[config.mk]
export PLATFORM = sky130hd
export DESIGN_NAME = running_median
export DESIGN_NICKNAME = d
export VERILOG_FILES = /design/src/rtl/median_cfg_pkg.sv /design/src/rtl/median_types_pkg.sv /design/src/rtl/window_history.sv /design/src/rtl/rank_cell.sv /design/src/rtl/median_tap.sv /design/src/rtl/running_median.sv
export SDC_FILE = /design/constraint.sdc
export NUM_CORES = 2
export LEC_CHECK = 0
export BUFFER_PORTS_ARGS = -buffer_cell sky130_fd_sc_hd__clkbuf_2
export CORE_MARGIN = 3
export CORE_UTILIZATION = 50
export DETAILED_ROUTE_END_ITERATION = 8
export PLACE_DENSITY = 0.68
export SYNTH_ARGS = -nofsm -noshare
export SYNTH_HDL_FRONTEND = slang
export SYNTH_HIERARCHICAL = 1
export SYNTH_SLANG_ARGS = --single-unit
[constraint.sdc]
create_clock -name CLK -period 19.24 [get_ports CLK]
set_input_delay 0.962 -clock CLK [delete_from_list [all_inputs] [get_ports CLK]]
set_output_delay 0.962 -clock CLK [all_outputs]
set_load 0.005 [all_outputs]
[src/rtl/median_cfg_pkg.sv]
`default_nettype none

package median_cfg_pkg;

  // width of one pixel sample
  localparam int SAMPLE_W = 8;

  // samples held in the sliding window
  localparam int WINDOW_LEN = 49;

  // zero-based slot of the middle value in the sorted chain
  localparam int MEDIAN_RANK = (WINDOW_LEN - 1) / 2;

  // enough bits to index every history entry
  localparam int PTR_W = $clog2(WINDOW_LEN);

  // values seen past the low and high ends of the chain
  localparam logic [SAMPLE_W-1:0] SENTINEL_LO = 8'h00;
  localparam logic [SAMPLE_W-1:0] SENTINEL_HI = 8'hff;

  // SENTINEL_HI also fills the window after reset, so the first medians are 255
  // until MEDIAN_RANK + 1 smaller samples have entered the window

endpackage

`default_nettype wire

[src/rtl/median_types_pkg.sv]
`default_nettype none

package median_types_pkg;

  // one pixel sample as carried on the update bus and the chain
  typedef logic [median_cfg_pkg::SAMPLE_W-1:0] sample_t;

  // slot index into the history ring
  typedef logic [median_cfg_pkg::PTR_W-1:0] hist_ptr_t;

endpackage

`default_nettype wire

[src/rtl/window_history.sv]
`timescale 1ns/10ps
`default_nettype none

module window_history (
  input  wire                       CLK,
  input  wire                       RST,
  input  wire median_types_pkg::sample_t din,
  input  wire                       in_en,
  output median_types_pkg::sample_t upd_ins,
  output median_types_pkg::sample_t upd_del,
  output logic                      upd
);

  // ring of accepted samples, wr_ptr marks the oldest one
  median_types_pkg::sample_t ring [median_cfg_pkg::WINDOW_LEN];
  median_types_pkg::hist_ptr_t wr_ptr;
  median_types_pkg::hist_ptr_t wr_ptr_nxt;
  median_types_pkg::sample_t oldest;
  logic ptr_at_end;

  assign oldest = ring[wr_ptr];
  assign ptr_at_end = (wr_ptr == median_types_pkg::hist_ptr_t'(median_cfg_pkg::WINDOW_LEN - 1));

  // wrap at the window length
  always_comb begin
    if (ptr_at_end) begin
      wr_ptr_nxt = '0;
    end else begin
      wr_ptr_nxt = wr_ptr + 1'b1;
    end
  end

  always_ff @(posedge CLK or posedge RST) begin
    if (RST) begin
      wr_ptr <= '0;
      upd    <= 1'b0;
    end else begin
      upd <= in_en;
      if (in_en) begin
        wr_ptr <= wr_ptr_nxt;
      end
    end
  end

  // window starts out full of high sentinels, matching the cells
  always_ff @(posedge CLK or posedge RST) begin
    if (RST) begin
      for (int i = 0; i < median_cfg_pkg::WINDOW_LEN; i++) begin
        ring[i] <= median_cfg_pkg::SENTINEL_HI;
      end
    end else if (in_en) begin
      ring[wr_ptr] <= din;
    end
  end

  // insert/delete pair for the rank cells
  always_ff @(posedge CLK) begin
    if (in_en) begin
      upd_ins <= din;
      upd_del <= oldest;
    end
  end

  a_ptr_in_range: assert property (
    @(posedge CLK) disable iff (RST)
    wr_ptr < median_cfg_pkg::WINDOW_LEN
  ) else $error("history pointer %0d left the window", wr_ptr);

endmodule

`default_nettype wire

[src/rtl/rank_cell.sv]
`timescale 1ns/10ps
`default_nettype none

module rank_cell (
  input  wire                       CLK,
  input  wire                       RST,
  input  wire                       upd,
  input  wire median_types_pkg::sample_t upd_ins,
  input  wire median_types_pkg::sample_t upd_del,
  input  wire median_types_pkg::sample_t pre,
  input  wire median_types_pkg::sample_t nxt,
  output median_types_pkg::sample_t val
);

  median_types_pkg::sample_t val_nxt;
  logic ins_lt_del;
  logic ins_gt_del;
  logic shift_up;
  logic shift_down;

  assign ins_lt_del = (upd_ins < upd_del);
  assign ins_gt_del = (upd_ins > upd_del);

  // slot sits between the two values, so it moves one place
  assign shift_up   = ins_lt_del && (val > upd_ins) && (val <= upd_del);
  assign shift_down = ins_gt_del && (val >= upd_del) && (val < upd_ins);

  always_comb begin
    val_nxt = val;
    if (shift_up) begin
      // take the lower neighbour or the new sample, whichever is larger
      val_nxt = (pre > upd_ins) ? pre : upd_ins;
    end else if (shift_down) begin
      val_nxt = (nxt < upd_ins) ? nxt : upd_ins;
    end
  end

  always_ff @(posedge CLK or posedge RST) begin
    if (RST) begin
      val <= median_cfg_pkg::SENTINEL_HI;
    end else if (upd) begin
      val <= val_nxt;
    end
  end

  a_hold_when_idle: assert property (
    @(posedge CLK) disable iff (RST)
    !upd |=> $stable(val)
  ) else $error("rank cell changed without an update");

  a_hold_when_same: assert property (
    @(posedge CLK) disable iff (RST)
    (upd && (upd_ins == upd_del)) |=> $stable(val)
  ) else $error("rank cell changed on equal insert and delete");

endmodule

`default_nettype wire

[src/rtl/median_tap.sv]
`timescale 1ns/10ps
`default_nettype none

module median_tap (
  input  wire                       CLK,
  input  wire                       RST,
  input  wire                       upd,
  input  wire median_types_pkg::sample_t cells [median_cfg_pkg::WINDOW_LEN],
  output median_types_pkg::sample_t dout,
  output logic                      out_valid
);

  // cells settle one edge after upd
  logic upd_d;
  logic in_order;

  always_ff @(posedge CLK or posedge RST) begin
    if (RST) begin
      upd_d     <= 1'b0;
      out_valid <= 1'b0;
    end else begin
      upd_d     <= upd;
      out_valid <= upd_d;
    end
  end

  always_ff @(posedge CLK or posedge RST) begin
    if (RST) begin
      dout <= '0;
    end else if (upd_d) begin
      dout <= cells[median_cfg_pkg::MEDIAN_RANK];
    end
  end

  // whole chain must be ascending at capture
  always_comb begin
    in_order = 1'b1;
    for (int k = 0; k < median_cfg_pkg::WINDOW_LEN - 1; k++) begin
      if (cells[k] > cells[k + 1]) begin
        in_order = 1'b0;
      end
    end
  end

  a_chain_sorted: assert property (
    @(posedge CLK) disable iff (RST)
    upd_d |-> in_order
  ) else $error("rank chain out of order at median capture");

endmodule

`default_nettype wire

[src/rtl/running_median.sv]
`timescale 1ns/10ps
`default_nettype none

module running_median (
  input  wire                       CLK,
  input  wire                       RST,
  input  wire median_types_pkg::sample_t din,
  input  wire                       in_en,
  output median_types_pkg::sample_t dout,
  output logic                      out_valid
);

  // update bus from the history to every cell
  median_types_pkg::sample_t upd_ins;
  median_types_pkg::sample_t upd_del;
  logic upd;

  // sorted window, slot 0 holds the smallest sample
  median_types_pkg::sample_t cell_val [median_cfg_pkg::WINDOW_LEN];

  window_history u_history (
    .CLK     (CLK),
    .RST     (RST),
    .din     (din),
    .in_en   (in_en),
    .upd_ins (upd_ins),
    .upd_del (upd_del),
    .upd     (upd)
  );

  for (genvar k = 0; k < median_cfg_pkg::WINDOW_LEN; k++) begin : g_cell
    median_types_pkg::sample_t pre_v;
    median_types_pkg::sample_t nxt_v;

    // chain ends see the fixed sentinels
    if (k == 0) begin : g_lo
      assign pre_v = median_cfg_pkg::SENTINEL_LO;
    end else begin : g_pre
      assign pre_v = cell_val[k - 1];
    end

    if (k == median_cfg_pkg::WINDOW_LEN - 1) begin : g_hi
      assign nxt_v = median_cfg_pkg::SENTINEL_HI;
    end else begin : g_nxt
      assign nxt_v = cell_val[k + 1];
    end

    rank_cell u_cell (
      .CLK     (CLK),
      .RST     (RST),
      .upd     (upd),
      .upd_ins (upd_ins),
      .upd_del (upd_del),
      .pre     (pre_v),
      .nxt     (nxt_v),
      .val     (cell_val[k])
    );
  end

  median_tap u_tap (
    .CLK       (CLK),
    .RST       (RST),
    .upd       (upd),
    .cells     (cell_val),
    .dout      (dout),
    .out_valid (out_valid)
  );

endmodule

`default_nettype wire

Yosys cells after proc, flatten, opt, wreduce, memory -nomap -nowiden
Index checks and enable logic that the tools add are counted.
{"block": "op_classes", "n_addsub": 1, "n_lt_le_gt_ge": 202, "n_eq_ne": 1, "n_mux": 203, "bitwise_logic": 1, "n_reduce_logical": 295}
{"operator": "8-bit 2-to-1 mux", "count": 199}
{"operator": "8-bit greater-than comparator", "count": 50}
{"operator": "8-bit < comparator", "count": 50}
{"operator": "392-bit bitwise mux", "count": 1}
{"operator": "8-bit greater-or-equal comparator", "count": 49}
{"operator": "8-bit less-or-equal comparator", "count": 49}
{"operator": "1-bit logical AND", "count": 197}
{"operator": "2-bit AND reduction", "count": 49}
{"operator": "2-bit nonzero test", "count": 49}
{"operator": "8-bit binary-select mux with 6-bit select", "count": 1}
{"operator": "8-bit demux with 6-bit select", "count": 1}
{"operator": "1-bit by 8-bit greater-than comparator with 1-bit output, first input constant", "count": 1}
{"operator": "8-bit < comparator, first input constant", "count": 1}
{"operator": "7-bit greater-or-equal comparator, second input constant", "count": 1}
{"operator": "7-bit by 1-bit < comparator with 1-bit output, second input constant", "count": 1}
{"operator": "6-bit inverter with 7-bit output", "count": 1}
{"operator": "6-bit by 1-bit adder with 6-bit output, second input constant", "count": 1}
{"operator": "6-bit equality test, second input constant", "count": 1}
{"operator": "6-bit 2-to-1 mux", "count": 1}
{"block": "word_totals", "reg_bits": 817, "output_inout_bits": 9, "elab_cells": 808}

Logic depth before layout (Yosys ltp)
{"block": "depth", "word_depth": 6, "ltp_mapped": 10, "depth_no_buf": 9}

Hierarchy
Netlist, hierarchy kept.
{"mod": "rank_cell", "n_inst": 49, "cells_per_inst": 159, "area_each_um2": 1564.0, "seq_area_each_um2": 210.2}
{"mod": "window_history", "n_inst": 1, "cells_per_inst": 1365, "area_each_um2": 19550.0, "seq_area_each_um2": 10955.5}
{"mod": "median_tap", "n_inst": 1, "cells_per_inst": 20, "area_each_um2": 385.4, "seq_area_each_um2": 250.2}
{"mod": "running_median", "n_inst": 1, "cells_per_inst": 2, "area_each_um2": 7.5, "seq_area_each_um2": 0.0}

Worst setup path before layout
Ideal clock, no wire load.
{"block": "synth_timing", "kind": "register to register", "start": "register u_history.upd_ins[0]", "end": "register g_cell[0].u_cell.val[1]", "setup_ns": 0.082, "t_arrival_ns": 6.289, "t_required_ns": 19.158, "path_slack_ns": 12.869, "stages_incl_launch_ff": 11, "n_path_buf": 1, "path_cell_list": "edfxtp_1 > inv_1 > ha_1 > nor2b_4 > o211ai_2 > a21oi_2 > a2111oi_4 > and3_1 > o221a_1 > buf_6 > mux2_4"}
{"block": "synth_via", "elab_chain_cells": 5, "elab_cells_between_ends": 16, "cone_classes": "order compare: 6; mux: 4; reduce/logical: 6"}
{"element": "from (decl)", "line_no": "window_history.sv:9", "text": "output median_types_pkg::sample_t upd_ins,"}
{"element": "from (signal assigned)", "line_no": "window_history.sv:59", "text": "upd_ins <= din;"}
{"element": "8-bit greater-than comparator (tied with other cells)", "line_no": "rank_cell.sv:22", "text": "assign ins_gt_del = (upd_ins > upd_del);"}
{"element": "1-bit logical AND, on equally long branches (2 in series)", "line_no": "rank_cell.sv:26, rank_cell.sv:25"}
{"element": "2-bit nonzero test (no source line)"}
{"element": "2-bit AND reduction (no source line)"}
{"element": "to (signal assigned)", "line_no": "rank_cell.sv:40", "text": "val <= median_cfg_pkg::SENTINEL_HI;"}
{"element": "to (signal assigned)", "line_no": "rank_cell.sv:42", "text": "val <= val_nxt;"}
{"element": "to (decl)", "line_no": "rank_cell.sv:12", "text": "output median_types_pkg::sample_t val"}
Parallel ways exist; a longest one is shown, timed or not. The select of a mux whose other input is x is not followed.
A chain may end at the register's enable or synchronous reset.

Final worst setup path
{"block": "layout_timing", "start": "register u_history.upd_ins[7]", "end": "register g_cell[0].u_cell.val[4]"}
Same word-level chain as after synthesis.

==> results.md <==
* Outcome: completed
* Root buf cell: clkbuf_16
* Synth area leaders: ha_1 (25%), dfstp_2 (21%), mux2i_1 (12%), mux2_2 (5.6%), mux2_4 (5.5%)
* Pleak at 0.0536 uW
* Nets at 11.2k
* Final Non-Filler Cells at 11.8k
* Unrepaired setup endpoints after global routing: false
* Vias per cell at 6.42
* Synth Flop Type: dfstp_2
* Worst EP required at 19950 ps
* Post-synthesis sequential area ratio at 0.223
* # rows at 160
* Peak Freq at 208 MHz
* Gr usage total at 0.276
* Vias in the first global route at 80.0k
* First-pass GRT wire length at 443 mm
* Crit path DAT at 5510 ps
* FFs w/ async S/R, synth at 0.980
* Crit path kind: register to register
* Hold-fix buffers at CTS at 0
* Sequential power share at 0.278
* H-tree Lvls at 3
* Critical path depth at 11
* P_int at 5760 uW
* DRC Markers at 0
* CP Max Fanout at 124
* Core ar. at 191000 um2
* Cts repair resizes at 0
* Clock transition at path regs at 70 ps
* Ys Warns at 6
* Port bufs at 19
* Initial antenna violation count at 3
* Uppermost routed layer: met4
* TritonCTS clock tree: built
* Mapped Cells at 9178
* Sequential Area at 21500 um2
* Antenna-violating nets left at 0
* TritonCTS Sinks at 817
* Postcts setup bufs at 0
* Largest net degree at the start of global routing at 185
* PwrDens at 98.3 nW/um2
* Area Overhead vs Synth at 6.45%
* Die area at 198000 um2
* Hold Path Class: primary input to async pin
* Pre-antenna DRT Iters at 6
* Mapped cell area at 96600 um2
* Vias at 75.9k
* Crit-path cells: buf_4, buf_4, buf_12, inv_1, ha_1, nand4_1, a21oi_1, a211o_1, nor3_1, o221a_1, mux2_4
* Most frequent CP cell: buf_4
* Metal3 WL at 15.6 mm
* FF+latch count, synth at 817
* Max IR drop VDD at 113 uV
* Wl on met1 at 121 mm
* Final-report max-slew violation count at 0
* Final Hold Fails at 0
* Final core utilization at 0.538
* Crit share post-route at 0.250
* CP Buf/Inv Count at 4
* Fillers at 16.5k
* Top delay family on crit path: buffers and inverters
* Minimum clock period at 4800 ps
* HPWL Detailed at 188 mm
* Worst-case clock buffer depth at 3
* Worst-Margin Slew at 1450 ps
* Synthesized area per cell at 10.5 um2
* CP Capture Type: register
* R2R depth at 11
* EDFF count, synth at 16
* Max cap viols at 0
* Area occupied by multi-input gates at 70700 um2
* Yosys cell types at 80
* Starting DRT DRC Count at 5433
* Wire per inst at 23.9 um
* Placed cells at 11.6k
* Worst path slowest cell: buf_12
* Net switching power at 4340 uW
* CP startpoint kind: register
* Clk pwr share at 0.192
* RD Place Congestion at 0.892
* Area leader, netlist: ha_1
* Switch share at 0.430
* Post-synth top area share at 0.248
* Setup TNS at 0 ps
* Starting density of the core at 0.506
* Die width at 445 um
* Die height at 445 um
* Fraction of layout cells with a size suffix above 1 at 0.264
* Worst-Skew Late Latency at 800 ps
* Metal2 WL at 133 mm
* Comb pwr share at 0.530
* Max-slew headroom at 0.0364
* Clock skew at 68.1 ps
* WL final at 282 mm
* IO Pins at 20
* Total CTS buffers at 100
* Grt ovf at 0
* Final setup viols at 0
* Peak per-stage delay on the critical path at 710 ps
[per-stage QoR]
stage               setup slack (ps)  total power (uW)  cell area [um2]  hold slack [ps]
floorplan                       7830              6750            96700              374
global placement               14800              7780            99400              496
detailed placement             14640              8080            99400              499
CTS                            14590             10100           103000              427
global route                   14320             10800           103000              468
finish                         14440             10100           103000              444
[worst reg2reg max path, stage by stage (launching register included)]
cell,delay [ps]
edfxtp_1,330
buf_4,480
buf_4,700
buf_12,740
inv_1,380
ha_1,370
nand4_1,100
a21oi_1,60
a211o_1,360
nor3_1,260
o221a_1,590
mux2_4,360
[layout by cell type, fill, tap and decap left out, types with 56 or more instances in the layout]
master	instances
ha_1	1913
mux2i_1	1203
inv_1	885
dfstp_2	784
a21oi_1	710
mux2_2	478
nand4_1	398
nand2_1	397
mux2_4	351
nor2_1	224
o21ai_0	157
nor2b_1	155
nor3_1	151
o211ai_2	147
nand3_1	116
clkbuf_16	101
a21oi_2	98
and3_1	58
o211ai_1	56
[flip-flops by register name, summed over array words and instances (netlist names)]
name	count
u_history/upd_del	8
u_tap/dout	8
u_history/ring	392
g_cell.u_cell/val	392
u_history/upd_ins	8
u_history/wr_ptr	6
u_history/upd	1
u_tap/out_valid	1
u_tap/upd_d	1
[power by group through the flow]
stage	Sequential (uW)	Clock, uW	Combinational [uW]
5_1_grt	2860	2050	5840
6_report	2810	1940	5350
4_1_cts	2800	1990	5280
3_5_place_dp	2820	0	5250
3_3_place_gp	2800	0	4990
2_1_floorplan	2740	0	4010
[Yosys cell counts, drive strengths merged (3+ instances only)]
cell type and instances:
a2111oi 50, a211o 49, a211oi 51, a21oi 808, a221o 4, a221oi 46
a22o 5, a22oi 29, a31oi 3, a32oi 3, and2 5, and3 58
buf 98, clkbuf 65, dfrtp 17, dfstp 784, edfxtp 16, ha 1913
inv 887, mux2 831, mux2i 1203, mux4 29, nand2 397, nand2b 4
nand3 118, nand3b 3, nand4 398, nor2 236, nor2b 206, nor3 156
nor3b 3, nor4 50, o2111ai 50, o211ai 203, o21ai 158, o221a 49
o221ai 4, o22ai 56, o2bb2ai 9, or2 49, xnor2 52
[logic make-up (layout without fill, tap and decap cells)]
group / after synthesis / in the layout / share of synthesized area
AOI/OAI and AO/OA: 1590 / 1590 / 0.142
buffers and inverters: 1051 / 1148 / 0.0461
adders and majority gates: 1913 / 1913 / 0.248
and+or+nand+nor: 1689 / 1689 / 0.0942
other: 2 / 33 / 0.0000778
DFF: 817 / 817 / 0.223
muxes: 2063 / 2063 / 0.242
xor gates and xnor gates: 53 / 53 / 0.00481
[metal layers]
metal,vias up,global-route usage
met5,-,0
met4,0,0.120
met3,778,0.0322
met2,2540,0.469
met1,37800,0.353
li1,34700,-
[final timing paths]
check	end	slack, ps	from
worst min register to register	u_tap/dout[0]$_DFFE_PP0P_	520	u_tap/dout[0]$_DFFE_PP0P_
worst max-delay path	g_cell[0].u_cell/val[4]$_DFFE_PP1P_	14440	u_history/upd_ins[7]$_DFFE_PP_
worst min-delay path	u_history/upd$_DFF_PP0_	440	RST
worst max register to register	g_cell[0].u_cell/val[4]$_DFFE_PP1P_	14440	u_history/upd_ins[7]$_DFFE_PP_
max in group asynchronous	u_history/wr_ptr[1]$_DFFE_PP0P_	17240	RST
min in group CLK	u_tap/dout[0]$_DFFE_PP0P_	520	u_tap/dout[0]$_DFFE_PP0P_
[layout make-up]
| class | count | share of cell area |
|---|---|---|
| inverters | 888 | 0.0325 |
| repair buffers | 80 | 0.00662 |
| well taps | 2511 | 0.0306 |
| clock inverters | 35 | 0.00445 |
| flip-flops and latches | 817 | 0.209 |
| clock buffers | 145 | 0.0285 |
| multi-input cells | 7340 | 0.688 |
| diodes | 1 | 0.0000243 |
(Power assumes the default switching activity.)
